==> config.mk <==
export PLATFORM = sky130hd
export DESIGN_NAME = sprite_table_top
export DESIGN_NICKNAME = d
export VERILOG_FILES = /design/src/sprite_table_pkg.sv /design/src/sprite_table_top.sv /design/src/sprite_read_select.sv /design/src/sprite_hit_search.sv /design/src/sprite_entry_store.sv /design/src/sprite_write_decode.sv
export SDC_FILE = /design/constraint.sdc
export NUM_CORES = 2
export LEC_CHECK = 0
export ABC_CLOCK_PERIOD_IN_PS = 5300
export BUFFER_PORTS_ARGS = -buffer_cell sky130_fd_sc_hd__buf_2
export CORE_UTILIZATION = 45
export CTS_CLUSTER_SIZE = 14
export DETAILED_ROUTE_END_ITERATION = 10
export GPL_TIMING_DRIVEN = 0
export PLACE_DENSITY = 0.62
export SYNTH_ARGS = -nofsm -noshare
export SYNTH_HDL_FRONTEND = slang
export SYNTH_SLANG_ARGS = --single-unit
==> constraint.sdc <==
create_clock -name clk -period 5.3 [get_ports clk]
set_input_delay 0.265 -clock clk [delete_from_list [all_inputs] [get_ports clk]]
set_output_delay 0.265 -clock clk [all_outputs]
set_load 0.02 [all_outputs]
==> src/sprite_table_pkg.sv <==
// sprite table package with word layout, field codes and lookup constants
`default_nettype none

package sprite_table_pkg;

	//////////////////////////////
	// widths
	//////////////////////////////
	localparam int WORD_W      = 32; // entry word, data and read_data
	localparam int COORD_W     = 9;  // one coordinate or offset field
	localparam int ENTRY_COUNT = 31; // entries 1 to 31, no entry 0
	localparam int INDEX_W     = 5;  // n_reg width
	localparam int CHECK_W     = 18; // query word, x above y

	//////////////////////////////
	// field positions in a word
	//////////////////////////////
	localparam int OFFSET_LSB = 0;  // bits 8..0
	localparam int Y_LSB      = 9;  // bits 17..9
	localparam int X_LSB      = 18; // bits 26..18

	//////////////////////////////
	// select_field codes
	//////////////////////////////
	localparam int FIELD_OFFSET = 0;
	localparam int FIELD_Y      = 1;
	localparam int FIELD_X      = 2;
	localparam int FIELD_COUNT  = 3; // code 3 is not a field

	//////////////////////////////
	// lookup
	//////////////////////////////
	localparam int SPRITE_LINE = 20; // sprite height in lines

	// returned when no entry covers the query
	localparam logic [WORD_W-1:0] MISS_WORD = WORD_W'(1);

endpackage

`default_nettype wire
==> src/sprite_table_top.sv <==
// sprite coordinate table top level joining write decode, storage, search and read select
`timescale 1ns/1ps
`default_nettype none

module sprite_table_top import sprite_table_pkg::*; (
	input  wire logic               clk,
	input  wire logic               rst,
	input  wire logic               written,
	input  wire logic [INDEX_W-1:0] n_reg,
	input  wire logic [1:0]         select_field,
	input  wire logic [WORD_W-1:0]  data,
	input  wire logic [CHECK_W-1:0] check,
	output logic [WORD_W-1:0]       read_data,
	output logic                    success
);

	//////////////////////////////
	// internal nets
	//////////////////////////////
	logic [ENTRY_COUNT-1:0]        entry_we; // one-hot, bit 0 is entry 1
	logic [FIELD_COUNT-1:0]        field_we;
	logic [ENTRY_COUNT*WORD_W-1:0] entries;  // flattened table contents
	logic [ENTRY_COUNT-1:0]        hit;

	//////////////////////////////
	// write path
	//////////////////////////////
	sprite_write_decode i_write_decode (
		.clk          (clk),
		.rst          (rst),
		.written      (written),
		.n_reg        (n_reg),
		.select_field (select_field),
		.entry_we     (entry_we),
		.field_we     (field_we),
		.success      (success)
	);

	sprite_entry_store i_entry_store (
		.clk      (clk),
		.rst      (rst),
		.entry_we (entry_we),
		.field_we (field_we),
		.data     (data),
		.entries  (entries)
	);

	//////////////////////////////
	// lookup path
	//////////////////////////////
	sprite_hit_search i_hit_search (
		.written (written),
		.check   (check),
		.entries (entries),
		.hit     (hit)
	);

	sprite_read_select i_read_select (
		.clk       (clk),
		.rst       (rst),
		.hit       (hit),
		.entries   (entries),
		.read_data (read_data)
	);

endmodule

`default_nettype wire

==> src/sprite_read_select.sv <==
// priority pick of the lowest hitting entry and registered read word
`timescale 1ns/1ps
`default_nettype none

module sprite_read_select import sprite_table_pkg::*; (
	input  wire logic                            clk,
	input  wire logic                            rst,
	input  wire logic [ENTRY_COUNT-1:0]          hit,
	input  wire logic [ENTRY_COUNT*WORD_W-1:0]   entries,
	output logic [WORD_W-1:0]                    read_data
);

	logic [INDEX_W-1:0] hit_idx;
	logic [WORD_W-1:0]  hit_word;
	logic               any_hit;

	//////////////////////////////
	// priority encode
	//////////////////////////////
	always_comb begin
		hit_idx = '0;
		for (int i = ENTRY_COUNT - 1; i >= 0; i--) begin
			if (hit[i]) begin
				hit_idx = INDEX_W'(i); // lower index overrides, lowest entry wins
			end
		end
	end

	assign any_hit  = |hit;
	assign hit_word = entries[hit_idx*WORD_W +: WORD_W];

	//////////////////////////////
	// output register
	//////////////////////////////
	always_ff @(posedge clk) begin
		if (rst) begin
			read_data <= MISS_WORD;
		end else if (any_hit) begin
			read_data <= hit_word;
		end else begin
			read_data <= MISS_WORD; // nothing covers the query
		end
	end

	//////////////////////////////
	// checks
	//////////////////////////////
	a_reset_miss: assert property (@(posedge clk)
		rst |=> (read_data == MISS_WORD))
		else $error("read_data %h after reset, expected miss word", read_data);

endmodule

`default_nettype wire

==> src/sprite_hit_search.sv <==
// parallel comparison of a lookup query against every sprite entry
`timescale 1ns/1ps
`default_nettype none

module sprite_hit_search import sprite_table_pkg::*; (
	input  wire logic                            written,
	input  wire logic [CHECK_W-1:0]              check,
	input  wire logic [ENTRY_COUNT*WORD_W-1:0]   entries,
	output logic [ENTRY_COUNT-1:0]               hit
);

	logic [COORD_W-1:0] qry_x;
	logic [COORD_W-1:0] qry_y;
	logic [COORD_W:0]   qry_y_ext;

	assign qry_x     = check[CHECK_W-1 -: COORD_W]; // x sits above y
	assign qry_y     = check[COORD_W-1:0];
	assign qry_y_ext = {1'b0, qry_y};

	//////////////////////////////
	// per-entry compare
	//////////////////////////////
	for (genvar g = 0; g < ENTRY_COUNT; g++) begin : g_cmp
		logic [COORD_W-1:0] ent_x;
		logic [COORD_W-1:0] ent_y;
		logic [COORD_W:0]   y_low;
		logic [COORD_W:0]   y_top;
		logic               x_match;
		logic               y_inside;

		assign ent_x = entries[g*WORD_W + X_LSB +: COORD_W];
		assign ent_y = entries[g*WORD_W + Y_LSB +: COORD_W];

		// 10-bit bounds so a sprite near line 511 does not wrap
		assign y_low = {1'b0, ent_y};
		assign y_top = y_low + (COORD_W+1)'(SPRITE_LINE - 1);

		assign x_match  = (qry_x == ent_x);
		assign y_inside = (qry_y_ext >= y_low) && (qry_y_ext <= y_top);

		assign hit[g] = !written && x_match && y_inside; // no lookup in a write cycle
	end

endmodule

`default_nettype wire

==> src/sprite_entry_store.sv <==
// sprite entry storage with per-field updates of the 31 coordinate words
`timescale 1ns/1ps
`default_nettype none

module sprite_entry_store import sprite_table_pkg::*; (
	input  wire logic                      clk,
	input  wire logic                      rst,
	input  wire logic [ENTRY_COUNT-1:0]    entry_we,
	input  wire logic [FIELD_COUNT-1:0]    field_we,
	input  wire logic [WORD_W-1:0]         data,
	output logic [ENTRY_COUNT*WORD_W-1:0]  entries
);

	logic [WORD_W-1:0] field_mask; // bits of the enabled field

	//////////////////////////////
	// field slice
	//////////////////////////////
	always_comb begin
		field_mask = '0;
		if (field_we[FIELD_OFFSET]) begin
			field_mask[OFFSET_LSB +: COORD_W] = '1;
		end
		if (field_we[FIELD_Y]) begin
			field_mask[Y_LSB +: COORD_W] = '1;
		end
		if (field_we[FIELD_X]) begin
			field_mask[X_LSB +: COORD_W] = '1;
		end
	end

	//////////////////////////////
	// entry words
	//////////////////////////////
	for (genvar g = 0; g < ENTRY_COUNT; g++) begin : g_entry
		logic [WORD_W-1:0] word;

		always_ff @(posedge clk) begin
			if (rst) begin
				word <= '0;
			end else if (entry_we[g]) begin
				word <= (word & ~field_mask) | (data & field_mask); // other fields kept
			end
		end

		assign entries[g*WORD_W +: WORD_W] = word; // bit 0 is entry 1

		a_hold: assert property (@(posedge clk) disable iff (rst)
			!entry_we[g] |=> $stable(entries[g*WORD_W +: WORD_W]))
			else $error("entry %0d changed without write enable", g + 1);
	end

endmodule

`default_nettype wire

==> src/sprite_write_decode.sv <==
// write request decoder producing one-hot entry and field enables and the success pulse
`timescale 1ns/1ps
`default_nettype none

module sprite_write_decode import sprite_table_pkg::*; (
	input  wire logic               clk,
	input  wire logic               rst,
	input  wire logic               written,
	input  wire logic [INDEX_W-1:0] n_reg,
	input  wire logic [1:0]         select_field,
	output logic [ENTRY_COUNT-1:0]  entry_we,
	output logic [FIELD_COUNT-1:0]  field_we,
	output logic                    success
);

	logic write_ok;

	// entry 0 and field code 3 are not writable
	assign write_ok = written && (n_reg != '0) && (select_field < FIELD_COUNT);

	//////////////////////////////
	// one-hot expansion
	//////////////////////////////
	always_comb begin
		for (int i = 0; i < ENTRY_COUNT; i++) begin
			entry_we[i] = write_ok && (n_reg == INDEX_W'(i + 1)); // bit 0 is entry 1
		end
		for (int f = 0; f < FIELD_COUNT; f++) begin
			field_we[f] = write_ok && (select_field == 2'(f));
		end
	end

	always_ff @(posedge clk) begin
		if (rst) begin
			success <= 1'b0;
		end else begin
			success <= write_ok; // one cycle per accepted write
		end
	end

	//////////////////////////////
	// checks
	//////////////////////////////
	a_we_onehot: assert property (@(posedge clk) disable iff (rst)
		$onehot0(entry_we) && $onehot0(field_we) && ((entry_we != '0) == (field_we != '0)))
		else $error("entry_we %h and field_we %h not paired one-hot", entry_we, field_we);

endmodule

`default_nettype wire

Word-level counts from Yosys, hierarchy flattened --
Cells that the tools add are included.
Word-level totals: word-level logic and storage cells 425, register bits 1025, input bits 60
Cells by class: magnitude comparators 63, multiplexer cells 34, equal/unequal tests 64, shifts and indexed selects 1, reductions and logical operators 134, bitwise gates (word level) 65, add/sub/neg operators 31
Operators with widths (number):
- bitwise AND 32 bit | 31
- OR 32 bit | 31
- variable part select 992 x 11 -> 32 bit | 1
- adder 9 x 5 -> 10 bit, second input constant | 31
- <= comparator 9 x 10 -> 1 bit | 31
- equality test 9 bit | 31
- >= comparator 9 bit | 31
- 2-to-1 mux 5 bit | 31
- logical AND 1 bit | 129
- equality test 5 bit, second input constant | 16
- equality test 5 x 4 -> 1 bit, second input constant | 8
- bitwise AND 32 x 27 -> 32 bit | 1
- inverter 27 -> 32 bit | 1
- OR reduction 31 bit | 1
- 2-to-1 mux 9 bit | 3
- equality test 5 x 3 -> 1 bit, second input constant | 4
- equality test 5 x 2 -> 1 bit, second input constant | 2
- equality test 5 x 1 -> 1 bit, second input constant | 1
- nonzero test 5 bit | 1
- equality test 2 x 1 -> 1 bit, second input constant | 1
- equality test 2 bit, second input constant | 1
- logical NOT 2 bit | 1
- < comparator 2 bit, second input constant | 1
- OR reduction 2 bit | 1
- other kinds (2) | 2

Logic depth before layout (Yosys ltp) --
depth after elaboration 36, depth in mapped cells 25, mapped depth without buffers 20

Cells and area by module --
From an unflattened synthesis, not the netlist that was laid out.
Unflattened totals: cell total of the unflattened synthesis 7204, area, all modules 64834.7 um2
Modules (own cells, without submodules):
- sprite_entry_store | cells each 3011, instances 1, area an instance 33443.3 um2, sequential area each 16756.1 um2
- sprite_hit_search | cells each 2591, instances 1, area an instance 20070.5 um2, sequential area each 0.0 um2
- sprite_read_select | cells each 1539, instances 1, area an instance 10855.4 um2, sequential area each 640.6 um2
- sprite_write_decode | cells each 63, instances 1, area an instance 465.4 um2, sequential area each 20.0 um2

Worst setup path before layout --
Ideal clock, no wire load.
path kind input to register, start point input check[0], end point register i_read_select.read_data[1], setup slack 0.442 ns, data required time 5.173 ns, cell stages on the path 16, arrival time 4.732 ns, path through inv_1 ha_1 nand3b_1 a211oi_1 o21a_1 or3_1 a21o_1 a21o_1 a21o_1 a2111oi_4 or2_1 buf_4 mux2_2 o221ai_1 a2111oi_0 or3_1
On the way: longest elaborated chain between the ends 35, elaborated cells on any way between the ends 159, classes of those cells order compare: 62; shift: 1; mux: 31; bitwise: 1; reduce/logical: 64
Ends and longest elaborated chain:
- start: declaration | RTL line sprite_table_top.sv:12 | input wire logic [CHECK_W-1:0] check,
- <= comparator 9 x 10 -> 1 bit / >= comparator 9 bit (equally long branches) | RTL line sprite_hit_search.sv:39 | assign y_inside = (qry_y_ext >= y_low) && (qry_y_ext <= y_top);
- logical AND 1 bit | RTL line sprite_hit_search.sv:39
- logical AND 1 bit | RTL line sprite_hit_search.sv:41 | assign hit[g] = !written && x_match && y_inside;
- 2-to-1 mux 5 bit (31 in a row) | RTL line sprite_read_select.sv:23 | if (hit[i]) begin
- variable part select 992 x 11 -> 32 bit | RTL line sprite_read_select.sv:30 | assign hit_word = entries[hit_idx*WORD_W +: WORD_W];
- end signal: assignment | RTL line sprite_read_select.sv:39 | read_data <= hit_word;
- end: declaration | RTL line sprite_read_select.sv:10 | output logic [WORD_W-1:0] read_data
Parallel ways exist; a longest one is shown, timed or not. A chain may end at the register's enable or synchronous reset.

Worst setup path after layout --
start point input written, end point register i_read_select.read_data[24]
On the way: longest elaborated chain between the ends 35, elaborated cells on any way between the ends 98, classes of those cells shift: 1; mux: 31; bitwise: 1; reduce/logical: 65
Ends and longest elaborated chain:
- start: declaration | RTL line sprite_table_top.sv:8 | input wire logic written,
- logical NOT 1 bit (*) | RTL line sprite_hit_search.sv:41
- logical AND 1 bit (2 in a row) | RTL line sprite_hit_search.sv:41
- 2-to-1 mux 5 bit (31 in a row) | RTL line sprite_read_select.sv:23
- variable part select 992 x 11 -> 32 bit | RTL line sprite_read_select.sv:30
Every way passes the cells marked *; elsewhere a longest branch is shown, timed or not.

==> summary.md <==
| Metric | Value |
|---|---|
| Post-synth ARST share | 0 |
| Crit Path Max Fanout | 10 |
| CTS max path bufs | 3 |
| Final worst slack | -0.866 ns |
| FF+latch area | roughly 0.017 mm2 |
| Post-route cell area | 0.0731 mm2 |
| Number of vias per cell | around 6.7 |
| Initial core utilization | 0.456 |
| Register area share after synthesis | 0.287 |
| Number of synthesized flops with an enable pin | 0 |
| CTS tree | built |
| R2R cell count | 23 |
| Vias in the first global route | between 50,000 and 60,000 |
| Status | finished with violations |
| Tightest Pin Transition | approximately 1.6 ns |
| Area leader, netlist | dfxtp_1 |
| Wire per inst | approximately 36 um |
| Achievable clock frequency | roughly 0.16 GHz |
| Sw Ratio | 0.291 |
| Post-Syn Area per Cell | approximately 8.2 um2 |
| Congestion Overflow GR | 0 |
| Max stage delay on crit path | between 1 and 1.5 ns |
| Area occupied by multi-input gates | between 0.04 and 0.05 mm2 |
| WHS Path Cells | 3 |
| Die Width | 368 um |
| Pleak | 26.6 nW |
| DRC viols | 0 |
| Critical path startpoint category | input port |
| Leading register cell type out of synthesis | dfxtp_1 |
| Fin nets | 8,506 |
| Skew final | slightly above 0.04 ns |
| Filler cell count | approximately 12,000 |
| Syn Inst Count | 7,399 |
| Global Route Usage Sum | 0.489 |
| Peak VDD IR | about 0.27 mV |
| Overall power | 16.2 mW |
| Clk slew on worst S/H paths | roughly 0.060 ns |
| Max-cap viol count | 10 |
| Area growth syn-to-layout | 21.3% |
| Port Buffer Count | 73 |
| Cell Area, Placed | around 0.063 mm2 |
| Yosys cell types | a little under 100 |
| Worst-path cell with the longest stage delay | buf_1 |
| Final wirelength | between 300,000 and 400,000 um |
| Full die area | 0.136 mm2 |
| Initial antenna violation count | 30 |
| Router iterations before antenna repair | 9 |
| Dpl hpwl | 262,000 um |
| Min cycle time layout | 6.17 ns |
| Top cell type's share of synthesized area | 0.287 |
| Crit-path cells | buf_2 -> clkbuf_1 -> clkbuf_2 -> buf_1 -> a2111oi_0 -> o2111ai_1 -> nand2_1 -> a2111oi_4 -> a2111oi_4 -> buf_6 -> buf_12 -> or2_4 -> buf_4 -> nor2_4 -> buf_12 -> a222oi_1 -> o211ai_1 |
| Clock tree sinks | between 800 and 900 |
| Clock Latency Late Sink | 0.76 ns |
| Max-Slew Margin vs Limit | -0.0902 |
| CTS buffer count | 100 |
| HP Class | input port to flop |
| 1st-iter DRT viols | ~9,700 |
| Max-slew violations | 81 |
| Core box area | between 0.1 and 0.15 mm2 |
| Worst hold slack | approximately 0.1 ns |
| Largest net degree at the start of global routing | 47 |
| Post-synthesis cell area | 0.0603 mm2 |
| Via count | 64,735 |
| Failing checks | max-capacitance violations, max-slew violations, negative setup slack |
| Worst Path Required | approximately 5.9 ns |
| Root Driver | clkbuf_16 |
| Most common cell in the netlist | dfxtp_1 |
| CP arrival | around 6.7 ns |
| Fin. Hold Viols | 0 |
| CP endpoint kind | flop |
| Kind of critical path | input port to flop |
| P_sw | approximately 4.7 mW |
| RSZ-0062 raised after global routing | true |
| Yosys reg bits | slightly below 900 |
| FP Rows | about 130 |
| First-pass GRT wire length | around 470,000 um |
| Routability cong. | ~1.1 |
| Top post-synthesis cells by area | dfxtp_1 29%, ha_1 12%, mux2i_1 9.2%, nand3_1 5.1%, a21oi_1 5.0% |
| Die height | 368 um |
| Crit share post-route | 1.16 |
| Logic pwr share | 0.117 |
| Flop pwr share | 0.401 |
| Final setup TNS | -22.55 ns |
| Commonest cells post-synth | 865 x dfxtp_1, 768 x nand2_1, 620 x nand3_1 |
| Yosys warning count | 0 |
| Top Ports | between 90 and 100 |
| H-tree Lvls | 3 |
| Final setup viols | 82 |
| Int Pwr | between 10 and 15 mW |
| Layout cells sized above 1 | 0.146 |
| Remaining antenna violation count after routing | 0 |
| Clock network power share | 0.482 |
| Pwr/cell area | about 220 mW/mm2 |
## metrics by stage
step | util | setup slack (ns) | std cells
after detailed placement | 0.478 | -3.86 | 9241
after CTS | 0.538 | -0.390 | 9601
after floorplan | - | 0.442 | 7403
final | 0.553 | -0.866 | 9706
after global placement | 0.475 | -5.15 | 9231
after global routing | 0.553 | -0.515 | 9699
## layout by cell type (no fill, tap or decap), types with 29 or more instances in the layout
cell type	synthesis	layout
mux2i_1	553	524
nor2_1	567	551
inv_1	317	307
dfxtp_2	0	39
a211o_1	32	31
nor4_1	79	74
buf_1	53	44
nand3_1	620	602
clkbuf_8	0	32
o211ai_1	70	70
mux2_2	41	33
o21ai_0	265	211
clkbuf_1	325	287
ha_1	589	578
clkbuf_16	0	107
buf_12	1	49
buf_4	27	204
nand4_1	100	100
a2111oi_0	35	29
a21oi_1	598	575
a31oi_1	43	33
buf_6	31	54
or3_1	62	56
mux4_2	35	35
a21o_1	41	41
buf_2	47	85
o21a_1	48	46
nand2_1	768	760
xnor2_1	291	290
nor3_1	169	132
buf_16	0	33
xor2_1	195	195
dfxtp_1	865	813
a211oi_1	52	36
## layout make-up
cell class	count	area share
Tap cell	1755	0.0300
Inverter	317	0.0164
Multi-Input combinational cell	5732	0.574
Clock inverter	48	0.00944
Timing Repair Buffer	358	0.0480
Buffer	483	0.0441
Sequential cell	865	0.238
Clock buffer	139	0.0395
Antenna cell	9	0.000308
## power by group through the flow
stage	combinational [mW]	clock (mW)	sequential [mW]
floorplan	0.856	0	6.66
CTS	1.77	7.70	6.51
finish	1.91	7.82	6.51
global placement	1.64	0	6.66
global route	1.95	7.96	6.50
detailed placement	1.69	0	6.66
## critical path: cells and delay by family
family                 cells  cell delay, ns
AND/OR/NAND/NOR            3            0.90
AO/OA/AOI/OAI              6            2.00
buffers and inverters      8            3.48
## routing by layer
metal / wire length (um) / global-route usage / vias up
li1: - / - / 27456
met1: 134000 / 0.638 / 31253
met2: 133000 / 0.667 / 4805
met3: 51700 / 0.177 / 1197
met4: 27500 / 0.324 / 24
met5: 170 / 0 / -
## cell families (layout without fill, tap and decap cells)
| logic type | after synthesis | count (layout) | synth area share |
|---|---|---|---|
| buf+inv | 806 | 1345 | 0.0579 |
| xor+xnor | 486 | 486 | 0.0706 |
| mux | 629 | 629 | 0.112 |
| other cells | 1 | 14 | 0.0000622 |
| simple gates | 2551 | 2551 | 0.196 |
| fa+ha+maj | 589 | 589 | 0.122 |
| flops | 865 | 865 | 0.287 |
| compound gates | 1472 | 1472 | 0.154 |
## registers in the layout (all words and copies together) (netlist names)
| name | flops |
|---|---|
| i_read_select.read_data | 27 |
| i_write_decode.success | 1 |
| i_entry_store.g_entry.word | 837 |
## worst paths after layout
path,start,endpoint,slack (ns)
worst max-delay path,written,i_read_select.read_data[24]$_SDFF_PP0_,-0.87
worst min register to register,i_entry_store.g_entry[26].word[2]$_SDFFE_PP0P_,i_entry_store.g_entry[26].word[2]$_SDFFE_PP0P_,0.45
worst min-delay path,select_field[0],i_write_decode.success$_SDFF_PP0_,0.10
worst max register to register,i_entry_store.g_entry[28].word[10]$_SDFFE_PP0P_,i_read_select.read_data[24]$_SDFF_PP0_,-0.59
## what timing repair did
action                                  CTS  global route
resized for setup                       702           241
cloned                                    2             5
hold endpoints to repair                 27             0
pin swaps                               118           129
setup buffers                           147            97
hold buffers                             27             0
endpoints found under the setup margin  241           132
Power figures use the tool's default switching activity.
